**src/common/lspcPkg.sv**
```systemverilog
/*
 * Shared definitions for the LSPC timing subsystem
 * Width typedefs for raster, timer and APB signals
 * Register offsets and bit positions, timer state encoding
 */
`default_nettype none

package lspcPkg;

	// ====================
	// Widths
	// ====================

	// Horizontal position within a line, enough for 384 pixels
	typedef logic [8:0] pixelCountT;

	// Raster line number, enough for 264 lines
	typedef logic [8:0] lineCountT;

	// Raster timer count and its reload value, in pixel periods
	typedef logic [31:0] timerValueT;

	// Byte offset of a register inside the block
	typedef logic [3:0] apbAddrT;

	// APB data word
	typedef logic [31:0] apbDataT;

	// ====================
	// Register map
	// ====================

	localparam apbAddrT regCtrl = 4'h0;
	localparam apbAddrT regReload = 4'h4;
	// Reads give line and pending flags, writes acknowledge
	localparam apbAddrT regStatus = 4'h8;
	// Current timer value, read only
	localparam apbAddrT regCount = 4'hC;

	// Control register bits
	localparam int ctrlTimerEnBit = 0;
	localparam int ctrlAutoReloadBit = 1;
	localparam int ctrlVblankEnBit = 2;

	// Status register fields, the same bits acknowledge on a write
	localparam int statusTimerBit = 0;
	localparam int statusVblankBit = 1;
	localparam int statusLineLsb = 16;

	// Raster timer FSM states
	typedef enum logic [1:0]
	{
		timerIdle,
		timerRunning,
		timerExpired
	} timerStateT;

endpackage

`default_nettype wire

```
**src/source/lspcApbRegs.sv**
```systemverilog
/*
 * APB register block for the raster timer and interrupts
 * Control, reload, status and count registers
 * Vertical-blank pending flag and the combined interrupt
 */
`default_nettype none

module lspcApbRegs
	import lspcPkg::*;
(
	input wire logic CLK_24M,
	input wire logic nRESETP,
	input wire apbAddrT paddr,
	input wire logic psel,
	input wire logic penable,
	input wire logic pwrite,
	input wire apbDataT pwdata,
	output apbDataT prdata,
	output logic pready,
	output logic pslverr,
	input wire lineCountT lineY,
	input wire logic vblankStart,
	input wire timerValueT timerCount,
	input wire logic timerPending,
	output logic timerEnable,
	output logic autoReload,
	output timerValueT reloadValue,
	output logic reloadWrite,
	output logic timerAck,
	output logic irq
);

	logic accessPhase;
	logic writeAccess;
	logic addrMapped;
	logic vblankIrqEnable;
	logic vblankPending;

	// ====================
	// Bus decode
	// ====================

	// Second cycle of a transfer, where the data is exchanged
	assign accessPhase = psel & penable;
	assign writeAccess = accessPhase & pwrite;

	// Only the four word offsets exist
	assign addrMapped = (paddr == regCtrl) | (paddr == regReload) |
		(paddr == regStatus) | (paddr == regCount);

	// No wait states in this block
	assign pready = 1'b1;

	// Unmapped offsets fail, and so does a write to the count
	assign pslverr = accessPhase & (~addrMapped | (pwrite & (paddr == regCount)));

	// ====================
	// Register writes
	// ====================

	always_ff @(posedge CLK_24M)
	begin
		if (!nRESETP)
		begin
			timerEnable <= 1'b0;
			autoReload <= 1'b0;
			vblankIrqEnable <= 1'b0;
			reloadValue <= '0;
			reloadWrite <= 1'b0;
			timerAck <= 1'b0;
		end
		else
		begin
			// Strobes to the timer last exactly one cycle
			reloadWrite <= writeAccess & (paddr == regReload);
			timerAck <= writeAccess & (paddr == regStatus) & pwdata[statusTimerBit];

			if (writeAccess && (paddr == regCtrl))
			begin
				timerEnable <= pwdata[ctrlTimerEnBit];
				autoReload <= pwdata[ctrlAutoReloadBit];
				vblankIrqEnable <= pwdata[ctrlVblankEnBit];
			end

			if (writeAccess && (paddr == regReload))
				reloadValue <= pwdata;
		end
	end

	// Vertical-blank flag lives here since the raster counter only pulses
	always_ff @(posedge CLK_24M)
	begin
		if (!nRESETP)
			vblankPending <= 1'b0;
		else if (vblankStart)
			vblankPending <= 1'b1;
		else if (writeAccess && (paddr == regStatus) && pwdata[statusVblankBit])
			vblankPending <= 1'b0;
	end

	// ====================
	// Readback and interrupt
	// ====================

	always_comb
	begin
		prdata = '0;
		case (paddr)
			regCtrl:
			begin
				prdata[ctrlTimerEnBit] = timerEnable;
				prdata[ctrlAutoReloadBit] = autoReload;
				prdata[ctrlVblankEnBit] = vblankIrqEnable;
			end
			regReload:
				prdata = reloadValue;
			regStatus:
			begin
				prdata[statusTimerBit] = timerPending;
				prdata[statusVblankBit] = vblankPending;
				prdata[statusLineLsb +: $bits(lineCountT)] = lineY;
			end
			regCount:
				prdata = timerCount;
			default:
				prdata = '0;
		endcase
	end

	// The vertical-blank source is masked, the timer source is not
	assign irq = timerPending | (vblankPending & vblankIrqEnable);

endmodule

`default_nettype wire

```
**src/source/lspcClockGen.sv**
```systemverilog
/*
 * Clock enable generator running from the 24 MHz board clock
 * Binary phase divider for the 12, 6, 3 and 1.5 MHz enables
 * Divide-by-three pair for 8 MHz, halved again for 4 MHz
 */
`default_nettype none

module lspcClockGen
(
	input wire logic CLK_24M,
	input wire logic nRESETP,
	output logic en12m,
	output logic en8m,
	output logic en6m,
	output logic en4m,
	output logic en3m,
	output logic en1m5
);

	// Free-running 4-bit phase, each bit is one binary sub-rate
	logic [3:0] phaseCount;
	logic [3:0] phaseNext;

	// Two-flop divide-by-three, the pair steps 00, 01, 10 and back to 00
	logic div3A;
	logic div3B;
	logic en8mNext;

	// Flips on every 8 MHz enable to pick every second one for 4 MHz
	logic div4Toggle;

	assign phaseNext = phaseCount + 4'd1;

	// The pair sits at 10 just before it returns to 00
	assign en8mNext = div3A & ~div3B;

	// ====================
	// Binary divider
	// ====================

	// Enables are decoded from the next phase so they are registered
	// and line up with the phase value they belong to
	always_ff @(posedge CLK_24M)
	begin
		if (!nRESETP)
		begin
			// Phase 2 keeps every decode low while reset is held
			phaseCount <= 4'd2;
			en12m <= 1'b0;
			en6m <= 1'b0;
			en3m <= 1'b0;
			en1m5 <= 1'b0;
		end
		else
		begin
			phaseCount <= phaseNext;
			en12m <= phaseNext[0];
			en6m <= (phaseNext[1:0] == 2'b11);
			en3m <= (phaseNext[2:0] == 3'b111);
			en1m5 <= (phaseNext == 4'hF);
		end
	end

	// ====================
	// Divide by three
	// ====================

	always_ff @(posedge CLK_24M)
	begin
		if (!nRESETP)
		begin
			div3A <= 1'b0;
			div3B <= 1'b0;
			div4Toggle <= 1'b0;
			en8m <= 1'b0;
			en4m <= 1'b0;
		end
		else
		begin
			// Each flop toggles only while the other one allows it
			div3A <= div3B ? ~div3A : 1'b0;
			div3B <= ~div3A ? ~div3B : 1'b0;
			en8m <= en8mNext;
			// 4 MHz takes the second of each pair of 8 MHz pulses
			en4m <= en8mNext & div4Toggle;
			if (en8mNext)
				div4Toggle <= ~div4Toggle;
		end
	end

endmodule

`default_nettype wire

```
**src/source/lspcTiming.sv**
```systemverilog
/*
 * Top level of the video timing and interrupt subsystem
 * Clock enables, raster counter, raster timer and APB registers
 */
`default_nettype none

module lspcTiming
	import lspcPkg::*;
#(
	parameter int hTotal = 384,
	parameter int hActive = 320,
	parameter int hSyncWidth = 32,
	parameter int vTotal = 264,
	parameter int vActive = 224,
	parameter int vSyncWidth = 8
)
(
	input wire logic CLK_24M,
	input wire logic nRESETP,
	input wire apbAddrT paddr,
	input wire logic psel,
	input wire logic penable,
	input wire logic pwrite,
	input wire apbDataT pwdata,
	output apbDataT prdata,
	output logic pready,
	output logic pslverr,
	output logic pixelEnable,
	output logic clk8mEnable,
	output pixelCountT pixelX,
	output lineCountT lineY,
	output logic hBlank,
	output logic hSync,
	output logic vBlank,
	output logic vSync,
	output logic irq
);

	logic en6m;
	logic en8m;
	logic vblankStart;
	logic timerEnable;
	logic autoReload;
	logic reloadWrite;
	logic timerAck;
	logic timerPending;
	timerValueT reloadValue;
	timerValueT timerCount;

	// The pixel and 8 MHz enables also feed the rest of the chip
	assign pixelEnable = en6m;
	assign clk8mEnable = en8m;

	// ====================
	// Blocks
	// ====================

	// The slower rates are left open until other blocks need them
	lspcClockGen clockGen
	(
		.CLK_24M(CLK_24M),
		.nRESETP(nRESETP),
		.en12m(),
		.en8m(en8m),
		.en6m(en6m),
		.en4m(),
		.en3m(),
		.en1m5()
	);

	lspcRasterCounter #(
		.hTotal(hTotal),
		.hActive(hActive),
		.hSyncWidth(hSyncWidth),
		.vTotal(vTotal),
		.vActive(vActive),
		.vSyncWidth(vSyncWidth)
	) rasterCounter
	(
		.CLK_24M(CLK_24M),
		.nRESETP(nRESETP),
		.en6m(en6m),
		.pixelX(pixelX),
		.lineY(lineY),
		.hBlank(hBlank),
		.hSync(hSync),
		.vBlank(vBlank),
		.vSync(vSync),
		.vblankStart(vblankStart)
	);

	lspcRasterTimer rasterTimer
	(
		.CLK_24M(CLK_24M),
		.nRESETP(nRESETP),
		.en6m(en6m),
		.timerEnable(timerEnable),
		.autoReload(autoReload),
		.reloadValue(reloadValue),
		.reloadWrite(reloadWrite),
		.timerAck(timerAck),
		.timerCount(timerCount),
		.timerPending(timerPending)
	);

	lspcApbRegs apbRegs
	(
		.CLK_24M(CLK_24M),
		.nRESETP(nRESETP),
		.paddr(paddr),
		.psel(psel),
		.penable(penable),
		.pwrite(pwrite),
		.pwdata(pwdata),
		.prdata(prdata),
		.pready(pready),
		.pslverr(pslverr),
		.lineY(lineY),
		.vblankStart(vblankStart),
		.timerCount(timerCount),
		.timerPending(timerPending),
		.timerEnable(timerEnable),
		.autoReload(autoReload),
		.reloadValue(reloadValue),
		.reloadWrite(reloadWrite),
		.timerAck(timerAck),
		.irq(irq)
	);

endmodule

`default_nettype wire

```
**src/timing/lspcRasterCounter.sv**
```systemverilog
/*
 * Raster position counter stepped at the 6 MHz pixel rate
 * Blanking and sync decode from the pixel and line counters
 * One-cycle pulse at the start of vertical blank
 */
`default_nettype none

module lspcRasterCounter
	import lspcPkg::*;
#(
	parameter int hTotal = 384,
	parameter int hActive = 320,
	parameter int hSyncWidth = 32,
	parameter int vTotal = 264,
	parameter int vActive = 224,
	parameter int vSyncWidth = 8
)
(
	input wire logic CLK_24M,
	input wire logic nRESETP,
	input wire logic en6m,
	output pixelCountT pixelX,
	output lineCountT lineY,
	output logic hBlank,
	output logic hSync,
	output logic vBlank,
	output logic vSync,
	output logic vblankStart
);

	// ====================
	// Window limits
	// ====================

	// Last pixel of a line and last line of a frame
	localparam pixelCountT hLast = pixelCountT'(hTotal - 1);
	localparam lineCountT vLast = lineCountT'(vTotal - 1);

	// Sync pulses sit at the very end of each period
	localparam pixelCountT hSyncStart = pixelCountT'(hTotal - hSyncWidth);
	localparam lineCountT vSyncStart = lineCountT'(vTotal - vSyncWidth);

	// Blanking starts right after the visible area
	localparam pixelCountT hBlankStart = pixelCountT'(hActive);
	localparam lineCountT vBlankStart = lineCountT'(vActive);

	// The line before blank, where the wrap brings lineY into blank
	localparam lineCountT vBlankPrev = lineCountT'(vActive - 1);

	logic lastPixel;
	logic lastLine;

	assign lastPixel = (pixelX == hLast);
	assign lastLine = (lineY == vLast);

	// ====================
	// Counters
	// ====================

	always_ff @(posedge CLK_24M)
	begin
		if (!nRESETP)
		begin
			pixelX <= '0;
			lineY <= '0;
			vblankStart <= 1'b0;
		end
		else
		begin
			// Fires in the cycle right after lineY turns to vActive
			vblankStart <= en6m & lastPixel & (lineY == vBlankPrev);

			if (en6m)
			begin
				if (lastPixel)
				begin
					pixelX <= '0;
					// The line steps only when a line is complete
					if (lastLine)
						lineY <= '0;
					else
						lineY <= lineY + lineCountT'(1);
				end
				else
				begin
					pixelX <= pixelX + pixelCountT'(1);
				end
			end
		end
	end

	// ====================
	// Decode
	// ====================

	// Plain compares on the counter registers, so the windows
	// move on the same edge as the position
	assign hBlank = (pixelX >= hBlankStart);
	assign hSync = (pixelX >= hSyncStart);
	assign vBlank = (lineY >= vBlankStart);
	assign vSync = (lineY >= vSyncStart);

endmodule

`default_nettype wire

```
**src/timing/lspcRasterTimer.sv**
```systemverilog
/*
 * Programmable raster timer counting pixel periods
 * Idle, running and expired FSM around a 32-bit down counter
 * Pending interrupt flag with acknowledge
 */
`default_nettype none

module lspcRasterTimer
	import lspcPkg::*;
(
	input wire logic CLK_24M,
	input wire logic nRESETP,
	input wire logic en6m,
	input wire logic timerEnable,
	input wire logic autoReload,
	input wire timerValueT reloadValue,
	input wire logic reloadWrite,
	input wire logic timerAck,
	output timerValueT timerCount,
	output logic timerPending
);

	timerStateT timerState;

	// A pixel period that finds the counter already at zero
	logic expireHit;

	// A reload from software always beats an expiry in the same cycle
	assign expireHit = (timerState == timerRunning) & timerEnable & en6m &
		(timerCount == '0) & ~reloadWrite;

	// ====================
	// Counter FSM
	// ====================

	always_ff @(posedge CLK_24M)
	begin
		if (!nRESETP)
		begin
			timerState <= timerIdle;
			timerCount <= '0;
		end
		else
		begin
			case (timerState)
				timerIdle:
				begin
					// Nothing to count until a value is loaded
					if (reloadWrite)
					begin
						timerState <= timerRunning;
						timerCount <= reloadValue;
					end
				end

				timerRunning:
				begin
					if (reloadWrite)
					begin
						timerCount <= reloadValue;
					end
					else if (expireHit)
					begin
						// Auto-reload restarts, otherwise park at zero
						if (autoReload)
							timerCount <= reloadValue;
						else
							timerState <= timerExpired;
					end
					else if (timerEnable && en6m)
					begin
						timerCount <= timerCount - timerValueT'(1);
					end
				end

				timerExpired:
				begin
					// Count holds at zero until software reloads
					if (reloadWrite)
					begin
						timerState <= timerRunning;
						timerCount <= reloadValue;
					end
				end

				default:
				begin
					timerState <= timerIdle;
					timerCount <= '0;
				end
			endcase
		end
	end

	// ====================
	// Pending flag
	// ====================

	always_ff @(posedge CLK_24M)
	begin
		if (!nRESETP)
			timerPending <= 1'b0;
		else if (expireHit)
			// A new expiry wins over an acknowledge in the same cycle
			timerPending <= 1'b1;
		else if (timerAck)
			timerPending <= 1'b0;
	end

endmodule

`default_nettype wire
```
**config.mk**
```make
export PLATFORM = sky130hd
export DESIGN_NAME = lspcTiming
export DESIGN_NICKNAME = d
export VERILOG_FILES = /design/src/common/lspcPkg.sv /design/src/source/lspcApbRegs.sv /design/src/source/lspcClockGen.sv /design/src/source/lspcTiming.sv /design/src/timing/lspcRasterCounter.sv /design/src/timing/lspcRasterTimer.sv
export SDC_FILE = /design/constraint.sdc
export NUM_CORES = 1
export LEC_CHECK = 0
export ABC_AREA = 1
export BUFFER_PORTS_ARGS = -buffer_cell sky130_fd_sc_hd__buf_2
export CORE_MARGIN = 2
export CORE_UTILIZATION = 57
export DETAILED_ROUTE_END_ITERATION = 7
export GPL_TIMING_DRIVEN = 0
export MAX_ROUTING_LAYER = met4
export PLACE_DENSITY = 0.85
export SLEW_MARGIN = 25
export SYNTH_ARGS = -nofsm -noshare
export SYNTH_HDL_FRONTEND = slang
export SYNTH_SLANG_ARGS = --single-unit
```
**constraint.sdc**
```tcl
create_clock -name CLK_24M -period 2.4 [get_ports CLK_24M]
set_clock_uncertainty 0.15 [all_clocks]
set_input_delay 0 -clock CLK_24M [delete_from_list [all_inputs] [get_ports CLK_24M]]
set_output_delay 0 -clock CLK_24M [all_outputs]
set_load 0.01 [all_outputs]
```
# After elaboration in Yosys (flattened, before gate mapping)
# Cells that the tools add are included.
# totals
ff_bits	100
in_bits	41
elab_cells	104
# op_classes
n_reduce_logical	16
n_addsub	4
eq_ne	15
muxes	22
n_bitwise	25
order_cmp	4
# op_table
operator	count
2-to-1 mux 32 bit	5
case mux 32 bit (2 select lines)	1
logical NOT 32 bit	1
subtractor 32 x 1 -> 32 bit, second input constant	1
greater-or-equal comparator 9 bit, second input constant	3
case mux 9 bit (3 select lines)	1
case mux 13 bit (2 select lines)	1
adder 9 x 1 -> 9 bit, second input constant	2
equality test 9 bit, second input constant	2
2-to-1 mux 9 bit	2
bitwise AND 1 bit	15
case mux 7 bit (2 select lines)	1
equality test 9 x 8 -> 1 bit, second input constant	1
greater-or-equal comparator 9 x 8 -> 1 bit, second input constant	1
equality test 4 bit, second input constant	2
2-to-1 mux 2 bit	4
inequality test 4 x 2 -> 1 bit, second input constant	2
case mux 2 bit (4 select lines)	1
logical AND 1 bit	5
inverter 1 bit	5
OR 1 bit	5
adder 4 x 1 -> 4 bit, second input constant	1
equality test 2 bit, second input constant	2
equality test 4 x 3 -> 1 bit, second input constant	1
other kinds (13)	21

# Longest topological paths before layout
# depth
word_depth	8
ltp_mapped	13
depth_no_buf	13

# By module
# From an unflattened synthesis, not the netlist that was laid out.
# unflattened
hier_cells	1129
hier_area_um2	6896.6
# modules_own_cells
module	area_per_inst_um2	seq_area_each_um2	n_inst	cells_per_inst
lspcRasterTimer	3398.3	700.7	1	641
lspcApbRegs	1964.4	760.7	1	263
lspcRasterCounter	1131.1	380.4	1	179
lspcClockGen	402.9	240.2	1	46

# Worst setup path before layout
# No wires, ideal clock.
# synth_timing
path_kind	reg-to-reg
from	register rasterCounter.pixelX[0]
to	register rasterCounter.lineY[5]
setup_time_ns	0.115
slack_ns	0.514
path_stages_with_launch	9
path_buffers	0
arrival_ns	1.621
cell_sequence	dfxtp_1 ha_1 nand3_1 nor2_1 nand3_2 nor4_1 nand3_1 nand2_1 nor2_1
# synth_via
elab_chain_len	2
# synth_rtl
element	line_no	source
from (decl)	lspcRasterCounter.sv:22	output pixelCountT pixelX,
from (signal assigned)	lspcRasterCounter.sv:86	pixelX <= pixelX + pixelCountT'(1);
equality test 9 bit	lspcRasterCounter.sv:53	assign lastPixel = (pixelX == hLast);
AND reduction 2 bit (no source line)	n/a	
to (signal assigned)	lspcRasterCounter.sv:82	lineY <= lineY + lineCountT'(1);
to (decl)	lspcRasterCounter.sv:23	output lineCountT lineY,
# No other way between the ends.
# A chain may end at the register's enable or synchronous reset.

# Worst setup path in the final report
# layout_timing
from	input port paddr[2]
to	output port prdata[4]
# layout_via
elab_chain_len	2
elab_cells_between_ends	3
classes_between	eq/ne (2); mux (1)
# layout_rtl
element	line_no	source
from (decl)	lspcTiming.sv:20	input wire apbAddrT paddr,
equality test 4 bit or equality test 4 x 3 -> 1 bit (tied branches)	lspcApbRegs.sv:108	case (paddr)
case mux 13 bit (2 select lines) (*)	lspcApbRegs.sv:108	
to (decl)	lspcTiming.sv:25	output apbDataT prdata,
# Every way passes the cells marked *; elsewhere a longest branch is shown, timed or not.

==> run metrics <==
status=complete, no violations; Peak VDD IR=0.428 mV; initial antenna violation count=0; DR pass1 iterations=5; Sequential Power Share=0.536; simple logic cell fraction of the synthesized area=0.413; post-synthesis compound-gate area fraction=0.133; Int Power=2.33 mW; clock tree buffer depth=2; Async SR Flop Fraction=0; Max Cap Viol=0; Clock transition at path regs=0.10 ns; clock power share=0.395; Crit path required time=2.25 ns; Total GRT Usage=0.355; TNS Setup=0 ns; number of global-route vias before repair=6,494; Max-slew headroom=0.613; first-pass GRT wire length=31,300 um; CTS Buf Count=9; DRC Markers=0; Final Instance Area=7350 um2; final period utilization=0.936; Std-Cell Core Area=10,300 um2; post-synth cell types=40; final hold violations=0; Die Area=11,500 um2; Cell Pwr Density=419 nW/um2; Setup Fix Bufs, Post-CTS=0; Pwr Total=3.08 mW; reg2reg setup slack=0.24 ns; gpl congestion=0.953; CP startpoint kind=primary input; Hold Path Depth=4; EDFF count, synth=0; First DRT Iteration DRCs=661; Filler Cell Count=882; post-layout min period=2.25 ns; adder-cell share of the synthesized area=0.0124; height of the die=107 um; Synth area leader=dfxtp_1; WP data arrival=2.10 ns; vias per cell=5.54; Top Usage Layer GRT=met2; count leader, synth=nand2_1; met1 Use GR=0.445; largest net degree at the start of global routing=17; sw frac=0.243; worst r2r src=rasterTimer.timerCount[0]$_SDFFE_PN0P_; Psw=0.749 mW; non-filler cells, final=1,284; mean post-synth cell area=6.10 um2; met2 usage=0.570; Port Buffers=97; Reg-to-Reg End=rasterTimer.timerCount[22]$_SDFFE_PN0P_; ANT nets after route=0; Layout area overhead=20.9%; Area contributors post-synth=dfxtp_1, nand2_1, nor2_1, nand3_1, inv_1; nets@finish=1,189; post-synthesis mux area share=0; final hold slack=0.0393 ns; CP Max Fanout=10; Yosys top cell area share=0.323; Clock Root Buffer=clkbuf_8; share of cells above drive strength 1=0.134; Initial Util=0.589; FF-to-FF path depth=12; max-slew violations=0; part of the power in combinational logic=0.069; GRT overflow=0; CTS tree=yes; WL/cell=15.1 um; Rows=37; FF+latch count, synth=98; largest family of logic cells by synthesized area=simple AND/OR/NAND/NOR gates; ys flop type=dfxtp_1; Area after DPL=6730 um2; Slew @ Worst Pin=0.581 ns; met3 usage=0.0611; CP Capture Type=output port; YS warnings=0; I/O pin cnt=100; Detailed Route WL=19,400 um; DP Wirelength=14,100 um; WHS Endpoint=apbRegs.autoReload$_SDFFE_PN0P_; HP Class=primary input to flip-flop; Synth Instances=996; hold_sp=psel; XOR/XNOR share of the synthesized area=0.0173; Seq/Total Area, Yosys=0.323; final setup fails=0; Die W=107 um; via count=7,117; Post-Syn Nets=1,043; worst-skew pair later-pin latency=0.39 ns; number of instances in the placed design=1,229; crit path kind=primary input to output port; H-tree lvl count=3; RSZ-0062 raised after global routing=no; Leak Pwr=3.62 nW; f_max=445 MHz; most frequent cells after synthesis=nand2_1, nor2_1, dfxtp_1; clock sinks=98; mapped cell area=6080 um2
[flip-flops by register name, indices dropped and copies added, names as in the netlist, 2 cells and up]
signal / flops
rasterCounter.lineY: 9
rasterTimer.timerState: 2
rasterTimer.timerCount: 32
rasterCounter.pixelX: 9
apbRegs.reloadValue: 32
clockGen.phaseCount: 2
[cells by family after synthesis]
group                      Yosys count
AOI/OAI and AO/OA                  146
xor gates and xnor gates            12
adders and majority gates            6
buffers and inverters              145
DFF                                 98
other                                1
and+or+nand+nor                    588
[worst max-delay path: stages]
cell and delay, ns:
dlygate4sd3_1 0.52, buf_2 0.12, inv_1 0.08, nor3_4 0.30, inv_1 0.10, clkbuf_1 0.25, clkbuf_2 0.28, o22ai_1 0.25
buf_2 0.19
[through the flow]
step,util,worst slack [ns]
final,0.712,0.154
after global routing,0.712,0.0382
after CTS,0.710,0.0840
after detailed placement,0.652,0.229
after global placement,0.652,0.241
after floorplan,-,0.514
[area by class of cell]
| type | count | area (um2) | share of cell area |
|---|---|---|---|
| Multi-Input combinational cell | 753 | 3520 | 0.479 |
| Antenna cell | 1 | 2.50 | 0.000341 |
| Sequential cell | 98 | 1960 | 0.267 |
| Buffer | 44 | 235 | 0.0320 |
| Tap cell | 136 | 170 | 0.0232 |
| Timing Repair Buffer | 135 | 866 | 0.118 |
| Inverter | 101 | 379 | 0.0516 |
| Clock buffer | 11 | 131 | 0.0179 |
| Clock inverter | 5 | 85.1 | 0.0116 |
[placed cells by master (no fill, tap or decap), types with 5 or more instances in the layout]
cell type      netlist  routed
buf_1                7       6
dlygate4sd3_1        0      38
nor3_1              13      13
clkbuf_8             0       9
buf_4                5       5
o22ai_1             11      11
dfxtp_1             98      98
o21ai_0             60      60
nand4_1             13      13
buf_6                6       6
ha_1                 6       5
a21oi_1             57      57
o221ai_1             9       9
inv_1               97      97
buf_2                4     101
nor2_1             195     195
nand3_1             73      73
nor2_2               5       5
clkbuf_1            22      24
xor2_1               9       9
nand2_1            265     265
[power groups by stage]
stage	clock network (mW)	logic, mW	registers, mW
after floorplan	0	0.0839	1.69
after global placement	0	0.154	1.69
after detailed placement	0	0.158	1.69
after CTS	1.21	0.204	1.65
after global routing	1.29	0.231	1.65
final	1.22	0.213	1.65
[worst max-delay path by stage]
| stage | startpoint | to | depth (start not counted) |
|---|---|---|---|
| after floorplan | rasterCounter.pixelX[0]$_SDFFE_PN0P_ | rasterCounter.lineY[5]$_SDFFE_PN0P_ | 8 |
| after global placement | rasterTimer.timerCount[0]$_SDFFE_PN0P_ | rasterTimer.timerCount[22]$_SDFFE_PN0P_ | 12 |
| after detailed placement | rasterTimer.timerCount[0]$_SDFFE_PN0P_ | rasterTimer.timerCount[22]$_SDFFE_PN0P_ | 12 |
| after CTS | paddr[2] | prdata[5] | 9 |
| after global routing | paddr[2] | prdata[4] | 9 |
| final | paddr[2] | prdata[4] | 9 |
[metal layers]
layer | routed length [um] | share of wire
met1 | 7860 | 0.41
met2 | 8910 | 0.46
met3 | 1850 | 0.095
met4 | 766 | 0.040
met5 | 0 | 0
[repair_timing]
action | 4_1_cts | 5_1_grt
hold endpoints to repair | 46 | 0
resized for setup | 0 | 4
endpoints found under the setup margin | 0 | 6
hold buffers | 38 | 0
Power figures use the tool's default switching activity.
